==> config.mk <==
export PLATFORM = sky130hd
export DESIGN_NAME = mult_top
export DESIGN_NICKNAME = d
export VERILOG_FILES = /design/src/mult_pkg.sv /design/src/mulh_sequencer.sv /design/src/mult_int_mac.sv /design/src/mult_short_dp.sv /design/src/mult_top.sv
export SDC_FILE = /design/constraint.sdc
export NUM_CORES = 2
export LEC_CHECK = 0
export ABC_AREA = 1
export BUFFER_PORTS_ARGS = -buffer_cell sky130_fd_sc_hd__buf_2
export CELL_PAD_IN_SITES_DETAIL_PLACEMENT = 1
export CELL_PAD_IN_SITES_GLOBAL_PLACEMENT = 1
export CORE_ASPECT_RATIO = 0.75
export CORE_MARGIN = 5
export CORE_UTILIZATION = 40
export DETAILED_ROUTE_END_ITERATION = 8
export PLACE_DENSITY = 0.8
export SETUP_SLACK_MARGIN = 0.15
export SLEW_MARGIN = 10
export SYNTH_ARGS = -nofsm -noshare
export SYNTH_HDL_FRONTEND = slang
export SYNTH_HIERARCHICAL = 1
export SYNTH_SLANG_ARGS = --single-unit
==> constraint.sdc <==
create_clock -name clk -period 18.6 [get_ports clk]
set_input_delay 3.72 -clock clk [delete_from_list [all_inputs] [get_ports clk]]
set_output_delay 3.72 -clock clk [all_outputs]
set_load 0.02 [all_outputs]
==> src/mult_pkg.sv <==
// Shared types for the 32-bit multiply unit.
// Holds the operator encoding, the MULH sequencer states and the width
// typedefs used by the datapath, the sequencer and the top level.
// Every RTL file takes it by a wildcard import in its module header.
package mult_pkg;

  ////////////////////////////////////////////////////////////
  // width typedefs
  ////////////////////////////////////////////////////////////

  // one operand or result word
  typedef logic [31:0] word_t;

  // shift immediate of the subword multiply
  typedef logic [4:0] shamt_t;

  // bit 0 marks operand a as signed, bit 1 marks operand b as signed
  typedef logic [1:0] sign_sel_t;

  // bit 0 picks the upper half of a, bit 1 the upper half of b
  typedef logic [1:0] subword_sel_t;

  // one 16-bit half of an operand
  typedef logic [15:0] half_t;

  // half plus its sign extension bit
  typedef logic [16:0] half_ext_t;

  // full 34-bit product and accumulate sum of the subword datapath
  typedef logic [33:0] mac_sum_t;

  ////////////////////////////////////////////////////////////
  // encodings
  ////////////////////////////////////////////////////////////

  // operator select, encodings kept from the execute stage decoder
  typedef enum logic [2:0] {
    MUL_MAC32 = 3'b000,
    MUL_MSU32 = 3'b001,
    MUL_I     = 3'b010,
    MUL_IR    = 3'b011,
    MUL_H     = 3'b110
  } mult_op_e;

  // MULH sequencer states, one partial product per step
  typedef enum logic [2:0] {
    IDLE   = 3'd0,
    STEP0  = 3'd1,
    STEP1  = 3'd2,
    STEP2  = 3'd3,
    FINISH = 3'd4
  } mulh_state_e;

  // shift between the low and high halves of a 32x32 product
  localparam shamt_t MULH_SHIFT = 5'd16;

endpackage

==> src/mulh_sequencer.sv <==
// MULH state machine for the high word of a 32x32 product.
// Runs four 16x16 partial products through the subword datapath, one per
// cycle, and keeps the running partial sum and carry in its own registers.
// In IDLE it passes the outside subword controls through unchanged.
module mulh_sequencer import mult_pkg::*; (
  input  logic         clk,
  input  logic         rst_n,
  input  logic         enable_i,
  input  mult_op_e     operator_i,
  input  logic         ex_ready_i,

  // outside controls of the subword multiply
  input  shamt_t       imm_i,
  input  logic         short_subword_i,
  input  sign_sel_t    short_signed_i,

  // datapath result of the current step
  input  word_t        mac_i,
  input  logic         mac_carry_i,

  // step controls to the datapath
  output logic         step_active_o,
  output shamt_t       step_imm_o,
  output subword_sel_t step_subword_o,
  output sign_sel_t    step_signed_o,
  output logic         step_shift_arith_o,

  output word_t        acc_hi_o,
  output logic         acc_carry_o,
  output logic         multicycle_o,
  output logic         ready_o,
  output logic         mulh_done_o
);

  mulh_state_e state_q;
  mulh_state_e state_d;

  // partial sum and its carry
  word_t acc_hi_q;
  logic  acc_carry_q;

  // register controls
  logic acc_clear;
  logic acc_load;
  logic carry_save;
  logic carry_clear;

  ////////////////////////////////////////////////////////////
  // next state and step controls
  ////////////////////////////////////////////////////////////

  always_comb begin
    state_d            = state_q;
    step_active_o      = 1'b1;
    step_imm_o         = '0;
    step_subword_o     = 2'b00;
    step_signed_o      = 2'b00;
    step_shift_arith_o = 1'b0;
    acc_clear          = 1'b0;
    acc_load           = 1'b0;
    carry_save         = 1'b0;
    carry_clear        = 1'b0;
    multicycle_o       = 1'b0;
    ready_o            = 1'b0;
    mulh_done_o        = 1'b0;

    case (state_q)
      IDLE: begin
        // pass the outside subword controls through
        step_active_o      = 1'b0;
        step_imm_o         = imm_i;
        step_subword_o     = {2{short_subword_i}};
        step_signed_o      = short_signed_i;
        // signed b without signed a never occurs, so a's bit decides
        step_shift_arith_o = short_signed_i[0];
        ready_o            = 1'b1;
        if (enable_i && (operator_i == MUL_H)) begin
          ready_o   = 1'b0;
          acc_clear = 1'b1;
          state_d   = STEP0;
        end
      end

      STEP0: begin
        // al*bl is always unsigned, keep its upper half only
        multicycle_o = 1'b1;
        step_imm_o   = MULH_SHIFT;
        acc_load     = 1'b1;
        state_d      = STEP1;
      end

      STEP1: begin
        // al*bh, signed iff b is signed
        // the 33-bit sum keeps bit 32 as its sign in the carry
        multicycle_o       = 1'b1;
        step_subword_o     = 2'b10;
        step_signed_o      = {short_signed_i[1], 1'b0};
        step_shift_arith_o = 1'b1;
        acc_load           = 1'b1;
        carry_save         = 1'b1;
        state_d            = STEP2;
      end

      STEP2: begin
        // ah*bl, signed iff a is signed
        // bits 33:32 are shifted back in, so the carry is not needed anymore
        multicycle_o       = 1'b1;
        step_subword_o     = 2'b01;
        step_signed_o      = {1'b0, short_signed_i[0]};
        step_imm_o         = MULH_SHIFT;
        step_shift_arith_o = 1'b1;
        acc_load           = 1'b1;
        carry_save         = 1'b1;
        carry_clear        = 1'b1;
        state_d            = FINISH;
      end

      FINISH: begin
        // ah*bh plus partial sum is the high word, held until taken
        step_subword_o = 2'b11;
        step_signed_o  = short_signed_i;
        ready_o        = 1'b1;
        mulh_done_o    = 1'b1;
        if (ex_ready_i) begin
          state_d = IDLE;
        end
      end

      default: begin
        state_d = IDLE;
      end
    endcase
  end

  ////////////////////////////////////////////////////////////
  // state and partial sum registers
  ////////////////////////////////////////////////////////////

  always_ff @(posedge clk or negedge rst_n) begin
    if (!rst_n) begin
      state_q     <= IDLE;
      acc_hi_q    <= '0;
      acc_carry_q <= 1'b0;
    end else begin
      state_q <= state_d;
      if (acc_clear) begin
        // fresh sequence starts from zero
        acc_hi_q    <= '0;
        acc_carry_q <= 1'b0;
      end else begin
        if (acc_load) begin
          acc_hi_q <= mac_i;
        end
        if (carry_save) begin
          acc_carry_q <= mac_carry_i & ~carry_clear;
        end
      end
    end
  end

  assign acc_hi_o    = acc_hi_q;
  assign acc_carry_o = acc_carry_q;

endmodule

==> src/mult_int_mac.sv <==
// Full 32-bit integer multiply-accumulate for the MAC32 and MSU32 operators.
// Purely combinational; the result is op_c +/- op_a * op_b truncated to 32 bits.
// The top level only forwards this result for the two integer operators.
module mult_int_mac import mult_pkg::*; (
  input  word_t    op_a_i,
  input  word_t    op_b_i,
  input  word_t    op_c_i,
  input  mult_op_e operator_i,
  output word_t    result_o
);

  // msu select
  logic  is_msu;

  // a inverted for msu, otherwise passed unchanged
  word_t op_a_msu;

  // correction term, b for msu and zero otherwise
  word_t op_b_msu;

  // low word of the product
  word_t prod;

  assign is_msu = (operator_i == MUL_MSU32);

  // -a*b is computed as (~a)*b + b
  // so one multiplier serves both operators
  assign op_a_msu = op_a_i ^ {32{is_msu}};
  assign op_b_msu = op_b_i & {32{is_msu}};

  // only the low 32 bits matter, so signedness of the product is irrelevant
  assign prod = op_a_msu * op_b_i;

  // accumulate, wraps modulo 2^32
  assign result_o = op_c_i + op_b_msu + prod;

endmodule

==> src/mult_short_dp.sv <==
// 16x16 subword multiplier with accumulate, rounding and right shift.
// Serves MUL_I and MUL_IR directly from the outside controls, and each
// MULH step when the sequencer drives the step controls.
// The accumulator is op_c outside MULH, and the sequencer partial sum
// together with its carry inside MULH.
module mult_short_dp import mult_pkg::*; (
  input  word_t        op_a_i,
  input  word_t        op_b_i,
  input  word_t        op_c_i,
  input  mult_op_e     operator_i,

  // step controls, from the sequencer
  input  logic         step_active_i,
  input  shamt_t       step_imm_i,
  input  subword_sel_t step_subword_i,
  input  sign_sel_t    step_signed_i,
  input  logic         step_shift_arith_i,

  // partial sum of the MULH sequence
  input  word_t        acc_hi_i,
  input  logic         acc_carry_i,

  output word_t        mac_o,
  output logic         mac_carry_o
);

  ////////////////////////////////////////////////////////////
  // operand selection
  ////////////////////////////////////////////////////////////

  half_t     half_a;
  half_t     half_b;
  half_ext_t ext_a;
  half_ext_t ext_b;

  // halves picked by the subword select
  assign half_a = step_subword_i[0] ? op_a_i[31:16] : op_a_i[15:0];
  assign half_b = step_subword_i[1] ? op_b_i[31:16] : op_b_i[15:0];

  // unsigned operand gets a zero on top
  assign ext_a = {step_signed_i[0] & half_a[15], half_a};
  assign ext_b = {step_signed_i[1] & half_b[15], half_b};

  ////////////////////////////////////////////////////////////
  // multiply and accumulate
  ////////////////////////////////////////////////////////////

  mac_sum_t prod;
  mac_sum_t acc;
  mac_sum_t round_ext;
  mac_sum_t sum;
  word_t    round_tmp;
  word_t    round_val;

  // 17x17 signed product, always fits 34 bits
  assign prod = $signed(ext_a) * $signed(ext_b);

  // inside MULH the carry is the sign of a 33-bit partial sum
  // outside it, op_c is sign extended
  assign acc = step_active_i ? {acc_carry_i, acc_carry_i, acc_hi_i}
                             : {{2{op_c_i[31]}}, op_c_i};

  // rounding adds half an lsb of the shifted result
  // 1 << imm then halved, so imm of zero gives zero
  assign round_tmp = word_t'(1) << step_imm_i;
  assign round_val = (operator_i == MUL_IR) ? {1'b0, round_tmp[31:1]} : '0;
  assign round_ext = {2'b00, round_val};

  assign sum = acc + prod + round_ext;

  ////////////////////////////////////////////////////////////
  // right shift
  ////////////////////////////////////////////////////////////

  logic     fill_hi;
  logic     fill_lo;
  mac_sum_t shift_in;
  mac_sum_t shifted;

  // the two top bits decide what is shifted in
  // MULH keeps the real bits 33 and 32, the subword ops only bit 31
  assign fill_hi = step_shift_arith_i & (step_active_i ? sum[33] : sum[31]);
  assign fill_lo = step_shift_arith_i & (step_active_i ? sum[32] : sum[31]);

  assign shift_in = {fill_hi, fill_lo, sum[31:0]};
  assign shifted  = $signed(shift_in) >>> step_imm_i;

  assign mac_o = shifted[31:0];

  // carry out of the unshifted sum, saved by the sequencer in STEP1
  assign mac_carry_o = sum[32];

endmodule

==> src/mult_top.sv <==
// Top level of the 32-bit multiply unit for a small RISC-V execute stage.
// Integer MAC/MSU and subword multiplies are combinational; MULH runs
// four cycles through the sequencer and holds its result until ex_ready_i.
// Operand and control inputs must stay stable until the result is used.
module mult_top import mult_pkg::*; (
  input  logic      clk,
  input  logic      rst_n,

  input  logic      enable_i,
  input  mult_op_e  operator_i,

  // subword multiply controls
  input  logic      short_subword_i,
  input  sign_sel_t short_signed_i,

  input  word_t     op_a_i,
  input  word_t     op_b_i,
  input  word_t     op_c_i,
  input  shamt_t    imm_i,

  output word_t     result_o,
  output logic      multicycle_o,
  output logic      ready_o,
  input  logic      ex_ready_i
);

  // integer path result
  word_t int_result;

  // step controls between sequencer and datapath
  logic         step_active;
  shamt_t       step_imm;
  subword_sel_t step_subword;
  sign_sel_t    step_signed;
  logic         step_shift_arith;

  // partial sum loop
  word_t acc_hi;
  logic  acc_carry;
  word_t mac;
  logic  mac_carry;
  logic  mulh_done;

  ////////////////////////////////////////////////////////////
  // datapaths and sequencer
  ////////////////////////////////////////////////////////////

  mult_int_mac int_mac_i (
    .op_a_i     (op_a_i),
    .op_b_i     (op_b_i),
    .op_c_i     (op_c_i),
    .operator_i (operator_i),
    .result_o   (int_result)
  );

  mult_short_dp short_dp_i (
    .op_a_i             (op_a_i),
    .op_b_i             (op_b_i),
    .op_c_i             (op_c_i),
    .operator_i         (operator_i),
    .step_active_i      (step_active),
    .step_imm_i         (step_imm),
    .step_subword_i     (step_subword),
    .step_signed_i      (step_signed),
    .step_shift_arith_i (step_shift_arith),
    .acc_hi_i           (acc_hi),
    .acc_carry_i        (acc_carry),
    .mac_o              (mac),
    .mac_carry_o        (mac_carry)
  );

  mulh_sequencer mulh_seq_i (
    .clk                (clk),
    .rst_n              (rst_n),
    .enable_i           (enable_i),
    .operator_i         (operator_i),
    .ex_ready_i         (ex_ready_i),
    .imm_i              (imm_i),
    .short_subword_i    (short_subword_i),
    .short_signed_i     (short_signed_i),
    .mac_i              (mac),
    .mac_carry_i        (mac_carry),
    .step_active_o      (step_active),
    .step_imm_o         (step_imm),
    .step_subword_o     (step_subword),
    .step_signed_o      (step_signed),
    .step_shift_arith_o (step_shift_arith),
    .acc_hi_o           (acc_hi),
    .acc_carry_o        (acc_carry),
    .multicycle_o       (multicycle_o),
    .ready_o            (ready_o),
    .mulh_done_o        (mulh_done)
  );

  ////////////////////////////////////////////////////////////
  // result select
  ////////////////////////////////////////////////////////////

  always_comb begin
    result_o = '0;
    case (operator_i)
      MUL_MAC32, MUL_MSU32: result_o = int_result;
      MUL_I, MUL_IR:        result_o = mac;
      // intermediate partial sums are not shown
      MUL_H:                result_o = mulh_done ? mac : '0;
      default:              result_o = '0;
    endcase
  end

endmodule

* Word level (Yosys, flattened, before mapping)
Cells that the tools add are included.
Storage, ports and cells: flip-flop bits (word level) 36, input bits 111, output and inout bits 34, word-level logic and storage cells 68
Operators by class: $mul 2, muxes and demuxes 27, reductions and logical operators 12, shift-type cells 2, bitwise gates (word level) 8, add/subtract/negate cells 4, equal/unequal tests 10
Operators by type and width (number):
- two-way mux 32 bit | 3
- one-hot mux 32 bit (3 select lines) | 1
- adder 32 bit | 2
- adder 34 x 32 -> 34 bit | 1
- adder 34 bit | 1
- multiplier 17 x 17 -> 34 bit | 1
- two-way mux 34 bit | 1
- >>> shifter 34 x 5 -> 32 bit | 1
- bitwise AND 32 bit | 1
- multiplier 32 x 32 -> 32 bit | 1
- two-way mux 16 bit | 2
- << shifter 1 x 5 -> 32 bit (first input constant) | 1
- bitwise XOR 32 bit | 1
- two-way mux 31 bit | 1
- one-hot mux 3 bit (5 select lines) | 1
- == test 3 x 2 -> 1 bit (second input constant) | 4
- two-way mux 1 bit | 11
- one-hot mux 5 bit (2 select lines) | 1
- OR reduction 2 bit | 5
- one-hot mux 2 bit (4 select lines) | 1
- == test 3 x 1 -> 1 bit (second input constant) | 2
- == test 3 bit (second input constant) | 2
- logical NOT 3 bit | 2
- two-way mux 3 bit | 2
- other kinds (10) | 16

* Depth between registers and ports, before layout
word-level depth 12, depth in mapped cells 49, depth with buffers taken out 47

* By module
The synthesis kept the hierarchy.
By module, submodules not included:
- mult_int_mac | seq. area each 0.0 µm², instances 1, cells each 2419, area an instance 18382.6 µm²
- mult_short_dp | seq. area each 0.0 µm², instances 1, cells each 2263, area an instance 16230.6 µm²
- mulh_sequencer | seq. area each 900.9 µm², instances 1, cells each 196, area an instance 1682.9 µm²
- mult_top | seq. area each 0.0 µm², instances 1, cells each 248, area an instance 1208.7 µm²

* Least setup slack after synthesis
No wires, ideal clock.
path kind input to output, from input port short_subword_i, to output port result_o[16], stages on the path 38, arrival time 11800 ps, path slack 3080 ps, cell sequence o21ai_0 -> o21ai_0 -> clkbuf_1 -> nand2_1 -> o21ai_1 -> nor2_1 -> inv_1 -> fa_1 -> inv_1 -> fa_1 -> inv_1 -> fa_1 -> inv_1 -> fa_1 -> fa_1 -> fa_1 -> fa_1 -> ha_1 -> [... 2 more ...] -> nand2_1 -> inv_1 -> a21oi_1 -> nand2_1 -> a21oi_2 -> nand3_1 -> nand3_1 -> nand3_1 -> nand2_1 -> nand2_1 -> nand2_1 -> nand2_1 -> nand2_1 -> nand2_1 -> a21oi_1 -> nand2_1 -> nand3b_1 -> nand2_1
On the way: cells in the longest elaborated chain, start to end 11, elaborated cells on any way between the ends 15, those cells by class 2 x add/sub; 1 x mul; 1 x shift; 7 x mux; 4 x bitwise
RTL lines:
- start: declaration | RTL line mult_top.sv:13 | input logic short_subword_i,
- one-hot mux 2 bit (4 select lines) (*) | RTL line mulh_sequencer.sv:67 | case (state_q)
- net step_subword[1] | RTL line mult_top.sv:33 | subword_sel_t step_subword;
- two-way mux 16 bit (*) | RTL line mult_short_dp.sv:38 | assign half_b = step_subword_i[1] ? op_b_i[31:16] : op_b_i[15:0];
- bitwise AND 1 bit | RTL line mult_short_dp.sv:42 | assign ext_b = {step_signed_i[1] & half_b[15], half_b};
- multiplier 17 x 17 -> 34 bit (*) | RTL line mult_short_dp.sv:56 | assign prod = $signed(ext_a) * $signed(ext_b);
- adder 34 bit (*) | RTL line mult_short_dp.sv:69 | assign sum = acc + prod + round_ext;
- adder 34 x 32 -> 34 bit (*) | RTL line mult_short_dp.sv:69
- two-way mux 1 bit, on equally long branches | RTL line mult_short_dp.sv:83, mult_short_dp.sv:82
- bitwise AND 1 bit, on equally long branches | RTL line mult_short_dp.sv:83, mult_short_dp.sv:82
- >>> shifter 34 x 5 -> 32 bit (*) | RTL line mult_short_dp.sv:86 | assign shifted = $signed(shift_in) >>> step_imm_i;
- net mac[16] | RTL line mult_top.sv:40 | word_t mac;
- two-way mux 32 bit | RTL line mult_top.sv:105 | MUL_H: result_o = mulh_done ? mac : '0;
- one-hot mux 32 bit (3 select lines) (*) | RTL line mult_top.sv:101 | case (operator_i)
- end: declaration | RTL line mult_top.sv:21 | output word_t result_o,
The timed path passes the listed nets; every way through them passes the cells marked *.

* Worst setup path after layout
from input port short_subword_i, to output port result_o[19]
On the way: cells in the longest elaborated chain, start to end 11, elaborated cells on any way between the ends 15, those cells by class 2 x add/sub; 1 x mul; 1 x shift; 7 x mux; 4 x bitwise
RTL lines:
- one-hot mux 2 bit (4 select lines) (*) | RTL line mulh_sequencer.sv:67
- net step_subword[0] | RTL line mult_top.sv:33
- two-way mux 16 bit (*) | RTL line mult_short_dp.sv:37 | assign half_a = step_subword_i[0] ? op_a_i[31:16] : op_a_i[15:0];
- bitwise AND 1 bit | RTL line mult_short_dp.sv:41 | assign ext_a = {step_signed_i[0] & half_a[15], half_a};
- multiplier 17 x 17 -> 34 bit (*) | RTL line mult_short_dp.sv:56
- adder 34 bit (*) | RTL line mult_short_dp.sv:69
- adder 34 x 32 -> 34 bit (*) | RTL line mult_short_dp.sv:69
- two-way mux 1 bit, on equally long branches | RTL line mult_short_dp.sv:83, mult_short_dp.sv:82
- bitwise AND 1 bit, on equally long branches | RTL line mult_short_dp.sv:83, mult_short_dp.sv:82
- >>> shifter 34 x 5 -> 32 bit (*) | RTL line mult_short_dp.sv:86
- net mac[19] | RTL line mult_top.sv:40
- two-way mux 32 bit | RTL line mult_top.sv:105
- one-hot mux 32 bit (3 select lines) (*) | RTL line mult_top.sv:101
Marks and branches as above.

==> Implementation_results.wiki <==
{| class="wikitable"
! Metric !! Value
|-
| Number of filler cells placed in the layout || 11.90k
|-
| Number of H-tree branching levels || 2
|-
| Unique cell type count in the Yosys netlist || 51
|-
| Post-Syn Nets || 6313
|-
| EDFF count, synth || 0
|-
| Std-Cell Core Area || 0.09321 sq mm
|-
| Peak per-stage delay on the critical path || 1030 ps
|-
| CP Data Required Time || 14880 ps
|-
| Clock Skew || 10.16 ps
|-
| R2R Path Start || mulh_seq_i/state_q[2]$_DFFE_PN0P_
|-
| Post-layout net count || 6343
|-
| Startpoint-to-endpoint class of the critical path || input port to output port
|-
| Routed length per instance || 24.12 um
|-
| Clk Latency, worst-skew pair || 290 ps
|-
| Initial core utilization || 40.24%
|-
| Count of final hold-check violations || 0
|-
| Sequential fraction of the synthesis area || 2.402%
|-
| Yosys reg bits || 36
|-
| Highest achievable clock rate || 56.15 MHz
|-
| Reg-to-reg slack, setup || 7510 ps
|-
| Via Count || 34.68k
|-
| Average cell area after synthesis || 7.317 sq um
|-
| Root buf cell || clkbuf_16
|-
| Final GP Congestion || 0.9991
|-
| Total Neg Setup Slack || 0 ps
|-
| Clock tree from TritonCTS || done
|-
| Top library cells by usage in the layout, fill and taps aside || inv_1 (1237), nand2_1 (1231), fa_1 (836)
|-
| Count of input and output buffers || 144
|-
| Remaining Overflow, GRT || 0
|-
| Total track usage || 31.06%
|-
| Most frequent cell on the critical path || nand2_1
|-
| Antenna violations before repair || 7
|-
| Critical Path Start Type || input port
|-
| Crit path capture type || output port
|-
| Final cycle utilization of the critical path || 95.75%
|-
| Starting DRT DRC Count || 3582
|-
| Period minus WS final || 17810 ps
|-
| Rel. slew slack || 28.89%
|-
| Crit Reg-Reg Endpoint || mulh_seq_i/acc_hi_o[19]$_DFFE_PN0P_
|-
| Largest area contributor in the netlist || fa_1
|-
| Slowest library cell on the worst path || o21ai_1
|-
| Width of the die || 363.6 um
|-
| Clock tree sinks || 36
|-
| Unrepaired setup endpoints after global routing || no
|-
| Post-DR vias/cell || 5.418
|-
| Chip height || 275.2 um
|-
| Most common flop cell mapped by yosys || dfrtp_1
|-
| Area of the die || 0.1000 sq mm
|-
| HPWL Detailed || 133000 um
|-
| Layout cell share with drive strength beyond 1 || 5.449%
|-
| Detailed-route wire length || 154400 um
|-
| Wire length of the first global-routing pass || 233600 um
|-
| Total setup buffers inserted after CTS || 0
|-
| # IOs || 145
|-
| Commonest non-fill, non-tap cell in the layout || inv_1
|-
| Count of mapped cells out of synthesis || 5126
|-
| Fraction of registers with async set/reset || 100.0%
|-
| Run status || finished clean
|-
| Number of cells on the worst hold path || 2
|-
| Class of the most critical hold timing path || flop to flop
|-
| Share of Yosys cell area claimed by the top area cell type || 44.62%
|-
| Number of design rule violations left after detail routing || 0
|-
| Yosys warning total || 6
|-
| # Max-Cap Violations || 0
|-
| Hold path startpoint || mulh_seq_i/acc_hi_o[25]$_DFFE_PN0P_
|-
| Area growth from synthesis to final layout || 5.414%
|-
| Largest net degree at the start of global routing || 41
|-
| Reg2reg path depth || 33
|-
| Vias in the first global route || 37.15k
|-
| Actual transition at the worst max-transition pin || 1065 ps
|-
| Hold_buf cts || 0
|-
| Biggest fanout along the worst timing path || 15
|-
| Row Count || 97
|-
| Data arrival time of the worst path || 14090 ps
|-
| Count of endpoints failing setup in the final report || 0
|-
| Number of buffers added by the clock tree synthesis step || 5
|-
| Cells resized by post-CTS repair || 0
|-
| Area contributors post-synth || fa_1 (45%), inv_1 (12%), nand2_1 (12%)
|-
| Cell Area, Synth || 0.03750 sq mm
|-
| Number of nets with antenna violations after detailed routing || 0
|-
| Detailed-router iteration count before antenna repair || 5
|-
| Hold Crit Endpoint || mulh_seq_i/acc_hi_o[25]$_DFFE_PN0P_
|-
| Maximum clock path buffer count || 2
|-
| Clk slew on worst S/H paths || 70 ps
|-
| Final-report max-slew violation count || 0
|}
logic make-up (layout without fill, tap and decap cells):
logic type	after synthesis	in the layout	synth area share, %
adders and majority gates	1076	1076	52.63
muxes	11	11	0.2936
xor gates and xnor gates	55	55	1.284
AOI/OAI and AO/OA	197	197	2.932
buffers and inverters	1461	1492	15.14
other	0	6	0
DFF	36	36	2.402
and+or+nand+nor	2290	2290	25.31
critical path: cells and delay by family:
family / cells / cell delay [ps]
adder cells (fa/ha/maj): 8 / 3960
AND/OR/NAND/NOR: 17 / 3550
AO/OA/AOI/OAI: 3 / 1560
buffers and inverters: 5 / 1260
layer usage:
layer	track usage (%)	routed length [um]	part of all wire [%]	vias up
li1	-	-	-	14980
met2	44.47	62530	41	1755
met5	0	30	0.019	-
met3	10.35	20210	13	209
met1	46.01	68250	44	17730
met4	5.752	3361	2.2	6
layout make-up:
class	count	area, sq um	share of cell area [%]
multi-input combinational	3629	30940	78.27
inverter	1286	4835	12.23
tap	1237	1548	3.915
timing repair buffer	198	1126	2.848
sequential	36	900.9	2.279
clock buffer	5	125.1	0.3165
clock inverter	3	42.54	0.1076
antenna	6	15.01	0.03798
Yosys cell counts, types with 6 or more instances:
library cell and count:
nor2_2 7, dfrtp_1 36, nand3_1 364, xor2_1 35
or2_1 6, inv_1 1237, mux2i_1 11, buf_4 11
nand3_2 7, buf_2 33, nand2_1 1232, nor2_1 568
clkbuf_1 98, nand4_1 20, inv_2 19, buf_6 14
clkinv_1 28, o211ai_1 14, nand3b_1 44, ha_1 240
nand2_2 16, a21oi_1 63, o21ai_1 31, xnor2_1 20
buf_1 19, nor3_1 11, o21ai_0 61, fa_1 836
stage by stage:
stage | hold slack, ps | util, % | instance area, sq um | worst slack [ps] | instances
floorplan | 463.3 | - | 37500 | 3080 | 5126
global placement | 485.8 | 42.22 | 39350 | 1069 | 6386
detailed placement | 490.2 | 42.22 | 39350 | 950.0 | 6386
CTS | 504.7 | 42.40 | 39520 | 901.6 | 6394
global route | 535.4 | 42.40 | 39520 | 170.1 | 6394
finish | 506.4 | 42.42 | 39540 | 789.7 | 6400
flip-flops by register name, summed over array words and instances (netlist names):
register / flops
mulh_seq_i/acc_hi_o: 32
mulh_seq_i/acc_carry_o: 1
mulh_seq_i/state_q: 3
worst max path at each step:
stage,slack (ps),cells past startpoint,endpoint,startpoint
after floorplan,3080,38,result_o[16],short_subword_i
after global placement,1070,37,result_o[16],short_subword_i
after detailed placement,950,37,result_o[16],short_subword_i
after CTS,900,37,result_o[16],short_subword_i
after global routing,170,37,result_o[16],short_subword_i
final,790,33,result_o[19],short_subword_i
Power is left out: the tool's default activity adds up to more than one toggle a clock period on the data nets, which glitch-free logic cannot reach.
